[config.mk]
export PLATFORM = sky130hd
export DESIGN_NAME = mini_core
export DESIGN_NICKNAME = d
export VERILOG_FILES = /design/src/common/mini_core_pkg.sv /design/src/exec/alu_unit.sv /design/src/exec/mul_unit.sv /design/src/credit_fifo.sv /design/src/issue_unit.sv /design/src/mini_core.sv /design/src/trace_config_regs.sv /design/src/trace_unit.sv /design/src/writeback_arbiter.sv
export SDC_FILE = /design/constraint.sdc
export NUM_CORES = 2
export LEC_CHECK = 0
export BUFFER_PORTS_ARGS = -buffer_cell sky130_fd_sc_hd__buf_2
export CAP_MARGIN = 30
export CORE_UTILIZATION = 40
export DETAILED_ROUTE_END_ITERATION = 16
export HOLD_SLACK_MARGIN = 0.08
export PLACE_DENSITY = 0.61
export SLEW_MARGIN = 20
export SYNTH_ARGS = -nofsm -noshare
export SYNTH_HDL_FRONTEND = slang
export SYNTH_SLANG_ARGS = --single-unit
[constraint.sdc]
create_clock -name clk -period 11.6 [get_ports clk]
set_clock_uncertainty 0.1 [all_clocks]
set_input_delay 0 -clock clk [delete_from_list [all_inputs] [get_ports clk]]
set_output_delay 0 -clock clk [all_outputs]
set_load 0.1 [all_outputs]
[src/common/mini_core_pkg.sv]
`default_nettype none

package mini_core_pkg;

    ////////////////////////////////////////
    // Default sizes

    localparam int DEFAULT_INPUT_DEPTH = 4;
    localparam int DEFAULT_RESULT_DEPTH = 8;
    localparam int DEFAULT_RESULT_CREDITS = 2;

    // Cycles from MUL dispatch to its writeback
    localparam int MUL_LATENCY = 3;

    ////////////////////////////////////////
    // Operations and results

    typedef enum logic [2:0] {
        OP_ADD,
        OP_SUB,
        OP_AND,
        OP_XOR,
        OP_MUL
    } op_t;

    typedef logic [3:0] id_t;

    // Decoded op as it arrives from upstream
    typedef struct packed {
        op_t op;
        logic [31:0] rs1;
        logic [31:0] rs2;
    } issue_packet_t;

    typedef struct packed {
        logic valid;
        id_t id;
        op_t op;
        logic [31:0] rs1;
        logic [31:0] rs2;
    } unit_issue_t;

    typedef struct packed {
        id_t id;
        logic [31:0] data;
    } result_t;

    typedef struct packed {
        logic valid;
        result_t result;
    } unit_wb_t;

    ////////////////////////////////////////
    // Trace

    typedef struct packed {
        logic alu_op;
        logic mul_op;
        logic input_empty_stall;
        logic hazard_stall;
        logic writeback_stall;
        logic [4:0] num_in_flight;
    } trace_events_t;

    // One enable per event flag, same order as trace_events_t
    typedef struct packed {
        logic alu_op;
        logic mul_op;
        logic input_empty_stall;
        logic hazard_stall;
        logic writeback_stall;
    } trace_mask_t;

endpackage

`default_nettype wire

[src/exec/alu_unit.sv]
`default_nettype none

module alu_unit import mini_core_pkg::*; (
    input wire logic clk,
    input wire logic reset,
    input wire unit_issue_t issue,
    output unit_wb_t wb
);

    logic [31:0] alu_result;
    logic wb_valid;
    id_t wb_id;
    logic [31:0] wb_data;

    always_comb begin
        case (issue.op)
            OP_SUB: alu_result = issue.rs1 - issue.rs2;
            OP_AND: alu_result = issue.rs1 & issue.rs2;
            OP_XOR: alu_result = issue.rs1 ^ issue.rs2;
            // Add, and anything not meant for this unit
            default: alu_result = issue.rs1 + issue.rs2;
        endcase
    end

    always_ff @(posedge clk) begin
        if (reset)
            wb_valid <= 1'b0;
        else
            wb_valid <= issue.valid;
    end

    always_ff @(posedge clk) begin
        wb_id <= issue.id;
        wb_data <= alu_result;
    end

    assign wb = '{valid: wb_valid, result: '{id: wb_id, data: wb_data}};

endmodule

`default_nettype wire

[src/exec/mul_unit.sv]
`default_nettype none

module mul_unit import mini_core_pkg::*; (
    input wire logic clk,
    input wire logic reset,
    input wire unit_issue_t issue,
    output unit_wb_t wb
);

    // Low word only: a*b mod 2^32 needs ll + ((lh + hl) << 16)
    logic [31:0] ll_full;
    logic [31:0] lh_full;
    logic [31:0] hl_full;

    logic [MUL_LATENCY-1:0] valid_pipe;
    id_t id_pipe [MUL_LATENCY];

    // Stage 1
    logic [31:0] s1_ll;
    logic [15:0] s1_lh;
    logic [15:0] s1_hl;
    // Stage 2
    logic [31:0] s2_ll;
    logic [15:0] s2_cross;
    // Stage 3
    logic [31:0] s3_product;

    assign ll_full = issue.rs1[15:0] * issue.rs2[15:0];
    assign lh_full = issue.rs1[15:0] * issue.rs2[31:16];
    assign hl_full = issue.rs1[31:16] * issue.rs2[15:0];

    always_ff @(posedge clk) begin
        if (reset)
            valid_pipe <= '0;
        else
            valid_pipe <= {valid_pipe[MUL_LATENCY-2:0], issue.valid};
    end

    always_ff @(posedge clk) begin
        id_pipe[0] <= issue.id;
        for (int i = 1; i < MUL_LATENCY; i++)
            id_pipe[i] <= id_pipe[i-1];
    end

    always_ff @(posedge clk) begin
        s1_ll <= ll_full;
        s1_lh <= lh_full[15:0];
        s1_hl <= hl_full[15:0];
        s2_ll <= s1_ll;
        s2_cross <= s1_lh + s1_hl;
        s3_product <= s2_ll + {s2_cross, 16'b0};
    end

    assign wb = '{valid: valid_pipe[MUL_LATENCY-1],
                  result: '{id: id_pipe[MUL_LATENCY-1], data: s3_product}};

endmodule

`default_nettype wire

[src/credit_fifo.sv]
`default_nettype none

module credit_fifo #(
    parameter type payload_t = logic [7:0],
    parameter int DEPTH = 4
) (
    input wire logic clk,
    input wire logic reset,
    input wire logic push,
    input wire payload_t push_data,
    input wire logic pop,
    output payload_t pop_data,
    output logic empty,
    output logic full
);

    localparam int PTR_W = (DEPTH > 1) ? $clog2(DEPTH) : 1;
    localparam int CNT_W = $clog2(DEPTH + 1);

    payload_t mem [DEPTH];
    logic [PTR_W-1:0] rd_ptr;
    logic [PTR_W-1:0] wr_ptr;
    logic [CNT_W-1:0] count;
    logic do_push;
    logic do_pop;

    // Wrap at DEPTH so non power of two sizes work
    function automatic logic [PTR_W-1:0] ptr_inc(input logic [PTR_W-1:0] ptr);
        if (ptr == PTR_W'(DEPTH - 1))
            return '0;
        return ptr + 1'b1;
    endfunction

    assign empty = (count == '0);
    assign full = (count == CNT_W'(DEPTH));
    assign do_push = push && !full;
    assign do_pop = pop && !empty;

    // Head shown directly
    assign pop_data = mem[rd_ptr];

    always_ff @(posedge clk) begin
        if (do_push)
            mem[wr_ptr] <= push_data;
    end

    always_ff @(posedge clk) begin
        if (reset) begin
            rd_ptr <= '0;
            wr_ptr <= '0;
            count <= '0;
        end else begin
            if (do_push)
                wr_ptr <= ptr_inc(wr_ptr);
            if (do_pop)
                rd_ptr <= ptr_inc(rd_ptr);
            case ({do_push, do_pop})
                2'b10: count <= count + 1'b1;
                2'b01: count <= count - 1'b1;
                default: ;
            endcase
        end
    end

endmodule

`default_nettype wire

[src/issue_unit.sv]
`default_nettype none

module issue_unit import mini_core_pkg::*; #(
    parameter int INPUT_DEPTH = DEFAULT_INPUT_DEPTH,
    parameter int RESULT_DEPTH = DEFAULT_RESULT_DEPTH
) (
    input wire logic clk,
    input wire logic reset,
    input wire logic op_valid,
    input wire issue_packet_t op,
    output logic op_credit,
    output unit_issue_t alu_issue,
    output unit_issue_t mul_issue,
    input wire logic result_sent,
    output logic [4:0] num_in_flight,
    output logic input_empty_stall,
    output logic hazard_stall
);

    issue_packet_t head;
    logic queue_empty;
    logic head_is_mul;
    logic collision;
    logic at_limit;
    logic dispatch;
    id_t next_id;
    logic [4:0] in_flight;
    // Bit 0 is a MUL dispatched last cycle, the top bit two cycles ago
    logic [MUL_LATENCY-2:0] mul_history;

    credit_fifo #(
        .payload_t(issue_packet_t),
        .DEPTH(INPUT_DEPTH)
    ) input_queue (
        .clk(clk),
        .reset(reset),
        .push(op_valid),
        .push_data(op),
        .pop(dispatch),
        .pop_data(head),
        .empty(queue_empty),
        .full()
    );

    ////////////////////////////////////////
    // Dispatch decision

    assign head_is_mul = (head.op == OP_MUL);

    // ALU now would land on the same writeback cycle as that MUL
    assign collision = !head_is_mul && mul_history[MUL_LATENCY-2];
    assign at_limit = (in_flight == 5'(RESULT_DEPTH));
    assign dispatch = !queue_empty && !collision && !at_limit;

    // Credit goes back as the op leaves the queue
    assign op_credit = dispatch;

    assign alu_issue = '{valid: dispatch && !head_is_mul, id: next_id,
                         op: head.op, rs1: head.rs1, rs2: head.rs2};
    assign mul_issue = '{valid: dispatch && head_is_mul, id: next_id,
                         op: head.op, rs1: head.rs1, rs2: head.rs2};

    assign num_in_flight = in_flight;
    assign input_empty_stall = queue_empty;
    assign hazard_stall = !queue_empty && collision;

    ////////////////////////////////////////
    // Ids, in-flight count, MUL history

    always_ff @(posedge clk) begin
        if (reset) begin
            next_id <= '0;
            in_flight <= '0;
            mul_history <= '0;
        end else begin
            if (dispatch)
                next_id <= next_id + 1'b1;
            case ({dispatch, result_sent})
                2'b10: in_flight <= in_flight + 1'b1;
                2'b01: in_flight <= in_flight - 1'b1;
                default: ;
            endcase
            mul_history <= {mul_history[MUL_LATENCY-3:0], mul_issue.valid};
        end
    end

endmodule

`default_nettype wire

[src/mini_core.sv]
`default_nettype none

module mini_core import mini_core_pkg::*; #(
    parameter int INPUT_DEPTH = DEFAULT_INPUT_DEPTH,
    parameter int RESULT_DEPTH = DEFAULT_RESULT_DEPTH,
    parameter int RESULT_CREDITS = DEFAULT_RESULT_CREDITS
) (
    input wire logic clk,
    input wire logic reset,
    input wire logic op_valid,
    input wire issue_packet_t op,
    output logic op_credit,
    output logic result_valid,
    output result_t result,
    input wire logic result_credit,
    input wire logic cfg_write,
    input wire logic [5:0] cfg_wdata,
    output logic [5:0] cfg_rdata,
    output trace_events_t tr
);

    unit_issue_t alu_issue;
    unit_issue_t mul_issue;
    unit_wb_t alu_wb;
    unit_wb_t mul_wb;
    logic result_sent;
    logic [4:0] num_in_flight;
    logic input_empty_stall;
    logic hazard_stall;
    logic writeback_stall;
    logic trace_enable;
    trace_mask_t trace_mask;

    ////////////////////////////////////////
    // Issue and execution

    issue_unit #(
        .INPUT_DEPTH(INPUT_DEPTH),
        .RESULT_DEPTH(RESULT_DEPTH)
    ) issue_unit_block (.*);

    alu_unit alu_unit_block (.*, .issue(alu_issue), .wb(alu_wb));
    mul_unit mul_unit_block (.*, .issue(mul_issue), .wb(mul_wb));

    ////////////////////////////////////////
    // Writeback

    writeback_arbiter #(
        .RESULT_DEPTH(RESULT_DEPTH),
        .RESULT_CREDITS(RESULT_CREDITS)
    ) writeback_arbiter_block (.*);

    ////////////////////////////////////////
    // Trace

    trace_config_regs trace_config_block (.*);

    trace_unit trace_unit_block (
        .*,
        .alu_issue_valid(alu_issue.valid),
        .mul_issue_valid(mul_issue.valid)
    );

endmodule

`default_nettype wire

[src/trace_config_regs.sv]
`default_nettype none

module trace_config_regs import mini_core_pkg::*; (
    input wire logic clk,
    input wire logic reset,
    input wire logic cfg_write,
    input wire logic [5:0] cfg_wdata,
    output logic [5:0] cfg_rdata,
    output logic trace_enable,
    output trace_mask_t trace_mask
);

    // Bit 5 is the enable, bits 4:0 the event mask
    localparam int ENABLE_BIT = 5;

    always_ff @(posedge clk) begin
        if (reset) begin
            trace_enable <= 1'b0;
            trace_mask <= '1;
        end else if (cfg_write) begin
            trace_enable <= cfg_wdata[ENABLE_BIT];
            trace_mask <= trace_mask_t'(cfg_wdata[ENABLE_BIT-1:0]);
        end
    end

    // Read-back of both registers
    assign cfg_rdata = {trace_enable, trace_mask};

endmodule

`default_nettype wire

[src/trace_unit.sv]
`default_nettype none

module trace_unit import mini_core_pkg::*; (
    input wire logic clk,
    input wire logic reset,
    input wire logic trace_enable,
    input wire trace_mask_t trace_mask,
    input wire logic alu_issue_valid,
    input wire logic mul_issue_valid,
    input wire logic input_empty_stall,
    input wire logic hazard_stall,
    input wire logic writeback_stall,
    input wire logic [4:0] num_in_flight,
    output trace_events_t tr
);

    ////////////////////////////////////////
    // Event register

    always_ff @(posedge clk) begin
        if (reset || !trace_enable) begin
            tr <= '0;
        end else begin
            tr.alu_op <= alu_issue_valid && trace_mask.alu_op;
            tr.mul_op <= mul_issue_valid && trace_mask.mul_op;
            tr.input_empty_stall <= input_empty_stall && trace_mask.input_empty_stall;
            tr.hazard_stall <= hazard_stall && trace_mask.hazard_stall;
            tr.writeback_stall <= writeback_stall && trace_mask.writeback_stall;
            // Count is not masked, only the enable holds it at zero
            tr.num_in_flight <= num_in_flight;
        end
    end

endmodule

`default_nettype wire

[src/writeback_arbiter.sv]
`default_nettype none

module writeback_arbiter import mini_core_pkg::*; #(
    parameter int RESULT_DEPTH = DEFAULT_RESULT_DEPTH,
    parameter int RESULT_CREDITS = DEFAULT_RESULT_CREDITS
) (
    input wire logic clk,
    input wire logic reset,
    input wire unit_wb_t alu_wb,
    input wire unit_wb_t mul_wb,
    output logic result_valid,
    output result_t result,
    input wire logic result_credit,
    output logic result_sent,
    output logic writeback_stall
);

    localparam int CREDIT_W = $clog2(RESULT_CREDITS + 1);

    logic queue_push;
    result_t push_result;
    logic queue_pop;
    logic queue_empty;
    logic queue_full;
    logic [CREDIT_W-1:0] credit_count;

    // Issue rule keeps the two writebacks on different cycles
    assign queue_push = alu_wb.valid || mul_wb.valid;
    assign push_result = alu_wb.valid ? alu_wb.result : mul_wb.result;

    credit_fifo #(
        .payload_t(result_t),
        .DEPTH(RESULT_DEPTH)
    ) result_queue (
        .clk(clk),
        .reset(reset),
        .push(queue_push),
        .push_data(push_result),
        .pop(queue_pop),
        .pop_data(result),
        .empty(queue_empty),
        .full(queue_full)
    );

    ////////////////////////////////////////
    // Output credits

    assign queue_pop = !queue_empty && (credit_count != '0);
    assign result_valid = queue_pop;
    assign result_sent = queue_pop;
    assign writeback_stall = !queue_empty && (credit_count == '0);

    always_ff @(posedge clk) begin
        if (reset) begin
            credit_count <= CREDIT_W'(RESULT_CREDITS);
        end else begin
            case ({result_credit, queue_pop})
                2'b10: credit_count <= credit_count + 1'b1;
                2'b01: credit_count <= credit_count - 1'b1;
                default: ;
            endcase
        end
    end

endmodule

`default_nettype wire
==> results.md <==
* Hold Path Origin: op[46]
* Initial antenna violation count at 5
* Worst path required time at 12.06 ns
* DRT Pass-1 Iters at 5
* Yosys top cell area share at 0.351
* Mux contribution to synthesized area at 0.0921
* Vias per cell at 5.14
* Drc violations at 0
* Final setup fails at 0
* Worst r2r dst: mul_unit_block.s1_ll[31]$_DFF_P_
* Synth area leader: edfxtp_1
* Filler cell count at 10,600
* R2r setup slk at 2.78 ns
* Root Buffer: clkbuf_16
* Tcrit/Tclk final at 0.760
* CTS Sinks at 797
* Seq/Total Area, Yosys at 0.452
* Syn Nets at 4,588
* Synth Area in Simple Gates at 0.0836
* Placed Cells at 5,389
* Reg clk slew, reported paths at 0.07 ns
* Crit path DAT at 9.27 ns
* Slew @ Worst Pin at 0.932 ns
* Most common cell in the netlist: edfxtp_1
* Max-slew violation count at 0
* Compound-cell area share of the yosys netlist at 0.0448
* Yosys cell types at 68
* Crit. End Element: flop
* Number of global-route vias before repair at 30,700
* R2R cell count at 23
* Post-synthesis cell count at 3,835
* Core area at 0.118 sq mm
* Final critical-path required period at 8.82 ns
* RSZ-0062 raised after global routing: no
* IO Pins at 132
* Worst min-delay path class: in -> reg
* Maxcap violations at 0
* Syn avg cell area at 12.4 sq um
* Largest family of logic cells by synthesized area: adder cells
* Top post-synthesis cells by area: edfxtp_1 35%, fa_1 15%, dfxtp_1 10%
* Total grt overflow at 0
* Max H-tree Level at 3
* Post-Synth Adder-Cell Area at 0.234
* Crit Path Max Fanout at 28
* Final hold violation count at 0
* Critical Path Max Stage Delay at 0.70 ns
* Final #Nets at 4,849
* Global-route wire length before repair at 182 mm
* Commonest register cell after synthesis: edfxtp_1
* Chip Height at 347 um
* Layout cell share with drive strength beyond 1 at 0.130
* CTS tree: done
* Post-synth EDFFs at 556
* Post-detailed-route wirelength per cell at 20.5 um
* Slew Limit Headroom at 0.378
* Startpoint Class: flop
* Delay-heaviest family, CP: adder cells
* I/O Buffers at 131
* Synth Cell Area at 0.0476 sq mm
* CP Cell Sequence: mux2_2, o21ai_1, inv_1, ha_1, fa_1, inv_1, fa_1, fa_1, inv_1, fa_1, fa_1, inv_1, fa_1, inv_1, ha_1, or2_2, a311oi_1, o21ai_0, a311oi_1, o21ai_0, a221o_1, a21oi_1, xnor2_1
* Skew-Pair Late Insertion Delay at 0.66 ns
* Synthesis Warnings at 0
* Die area at 0.120 sq mm
* Row Count at 126
* CP bufs+invs at 5
* Critical Path Most Common Cell: fa_1
* Synth Register Bits at 797
* Largest net degree at the start of global routing at 57
* Initial DRC Count at 1,920
* Setup CP Type: reg -> reg
* Highest-delay cell along the critical path: dfxtp_4
* Chip width at 347 um
* Vias at 29,300
* Max frequency at 113 MHz
* Status: completed
* Clk buf depth at 3
* Synth cell count leaders: 556 x edfxtp_1, 544 x inv_1, 370 x nand2_1, 360 x fa_1, 315 x ha_1
* Hold depth at 2
* Non-filler cells, final at 5,702
* DPL Wire Length at 81.4 mm
* GRT Util Overall at 0.197
* Xor and xnor area share after synthesis at 0.0368
* Layout Area Growth over Synthesis at 13.9%
* WL final at 117 mm
* Setup tns final at 0 ns
* GP Congestion at 0.904
* Total CTS buffers at 81
* Antenna-violating nets left at 0
* Initial Util at 0.404
* Hold Path End: issue_unit_block.input_queue.mem[1][46]$_DFFE_PP_
* Synth async-reset ratio at 0
[metal layers]
| metal | track usage | vias to the layer above | part of all wire |
|---|---|---|---|
| li1 | - | 13500 | - |
| met1 | 0.271 | 14800 | 0.45 |
| met2 | 0.319 | 846 | 0.46 |
| met3 | 0.0292 | 187 | 0.052 |
| met4 | 0.0679 | 0 | 0.032 |
| met5 | 0 | - | 0 |
[area by class of cell]
class	count	area (sq um)	area share
diodes	5	12.5	0.000231
clock buffers	113	2220	0.0410
clock inverters	35	423	0.00780
inverters	549	2060	0.0380
multi-input cells	2339	23500	0.433
flip-flops and latches	797	21500	0.397
well taps	1536	1920	0.0354
repair buffers	328	2580	0.0476
[sequential cells by signal, indices dropped and copies added, names as in the netlist, 9 cells and up, named ones only]
register and count:
alu_unit_block.wb_data 32, issue_unit_block.input_queue.mem 268, mul_unit_block.id_pipe 9, mul_unit_block.s1_hl 16, mul_unit_block.s1_lh 16, mul_unit_block.s1_ll 32, mul_unit_block.s2_cross 16, mul_unit_block.s2_ll 32
mul_unit_block.s3_product 32, trace_unit_block.tr 10, writeback_arbiter_block.result_queue.mem 288
[cells in the final DEF, fill, tap and decap left out, types with 8 or more instances in the layout]
cell	instances
o21bai_1	21
o31ai_1	13
nor2_1	164
a31oi_1	14
nand3_1	25
mux2i_1	59
clkinv_1	10
clkbuf_16	81
inv_1	544
fa_1	360
clkbuf_1	24
buf_4	34
xor2_1	52
mux2_2	93
a21oi_1	106
a21o_1	31
o21ai_0	70
nor2b_1	20
a211oi_1	16
edfxtp_1	556
nor3_1	23
mux4_2	120
or3_1	19
nand2b_1	11
dfxtp_1	235
dlygate4sd3_1	160
or2_2	8
ha_1	315
and3_1	13
nand2_1	370
xnor2_1	148
buf_2	131
o21a_1	13
and2_1	160
[through the flow]
step | hold WS, ns | utilization | area [sq um] | setup WS [ns]
2_1_floorplan | -0.0284 | - | 47600 | 3.14
3_3_place_gp | 0.115 | 0.423 | 49900 | 3.18
3_5_place_dp | 0.116 | 0.424 | 50000 | 2.94
4_1_cts | 0.0911 | 0.460 | 54200 | 2.93
5_1_grt | 0.0989 | 0.460 | 54200 | 2.41
6_report | 0.111 | 0.460 | 54200 | 2.78
[worst max-delay path by stage]
stage                     startpoint                               end  cells after the start
after CTS                       flop  mul_unit_block.s1_ll[31]$_DFF_P_                     23
final                           flop  mul_unit_block.s1_ll[31]$_DFF_P_                     23
after floorplan                 flop  mul_unit_block.s1_ll[31]$_DFF_P_                     31
after global placement          flop  mul_unit_block.s1_ll[31]$_DFF_P_                     23
after global routing            flop  mul_unit_block.s1_ll[31]$_DFF_P_                     23
after detailed placement        flop  mul_unit_block.s1_ll[31]$_DFF_P_                     23
[kinds of logic (layout without fill, tap and decap cells)]
group / count (synthesis) / count (layout)
mux: 275 / 275
xor+xnor: 200 / 200
simple gates: 852 / 852
other cells: 0 / 5
compound gates: 337 / 337
buf+inv: 699 / 1025
fa+ha+maj: 675 / 675
flops: 797 / 797
[repair_timing]
| item | in CTS | in global routing |
|---|---|---|
| setup endpoints to repair | 0 | 0 |
| hold endpoints to repair | 364 | 0 |
| resized for setup | 0 | 0 |
| setup buffers | 0 | 0 |
| hold buffers | 160 | 0 |
Power is left out: the tool's default activity adds up to more than one toggle a clock period on the data nets, which glitch-free logic cannot reach.
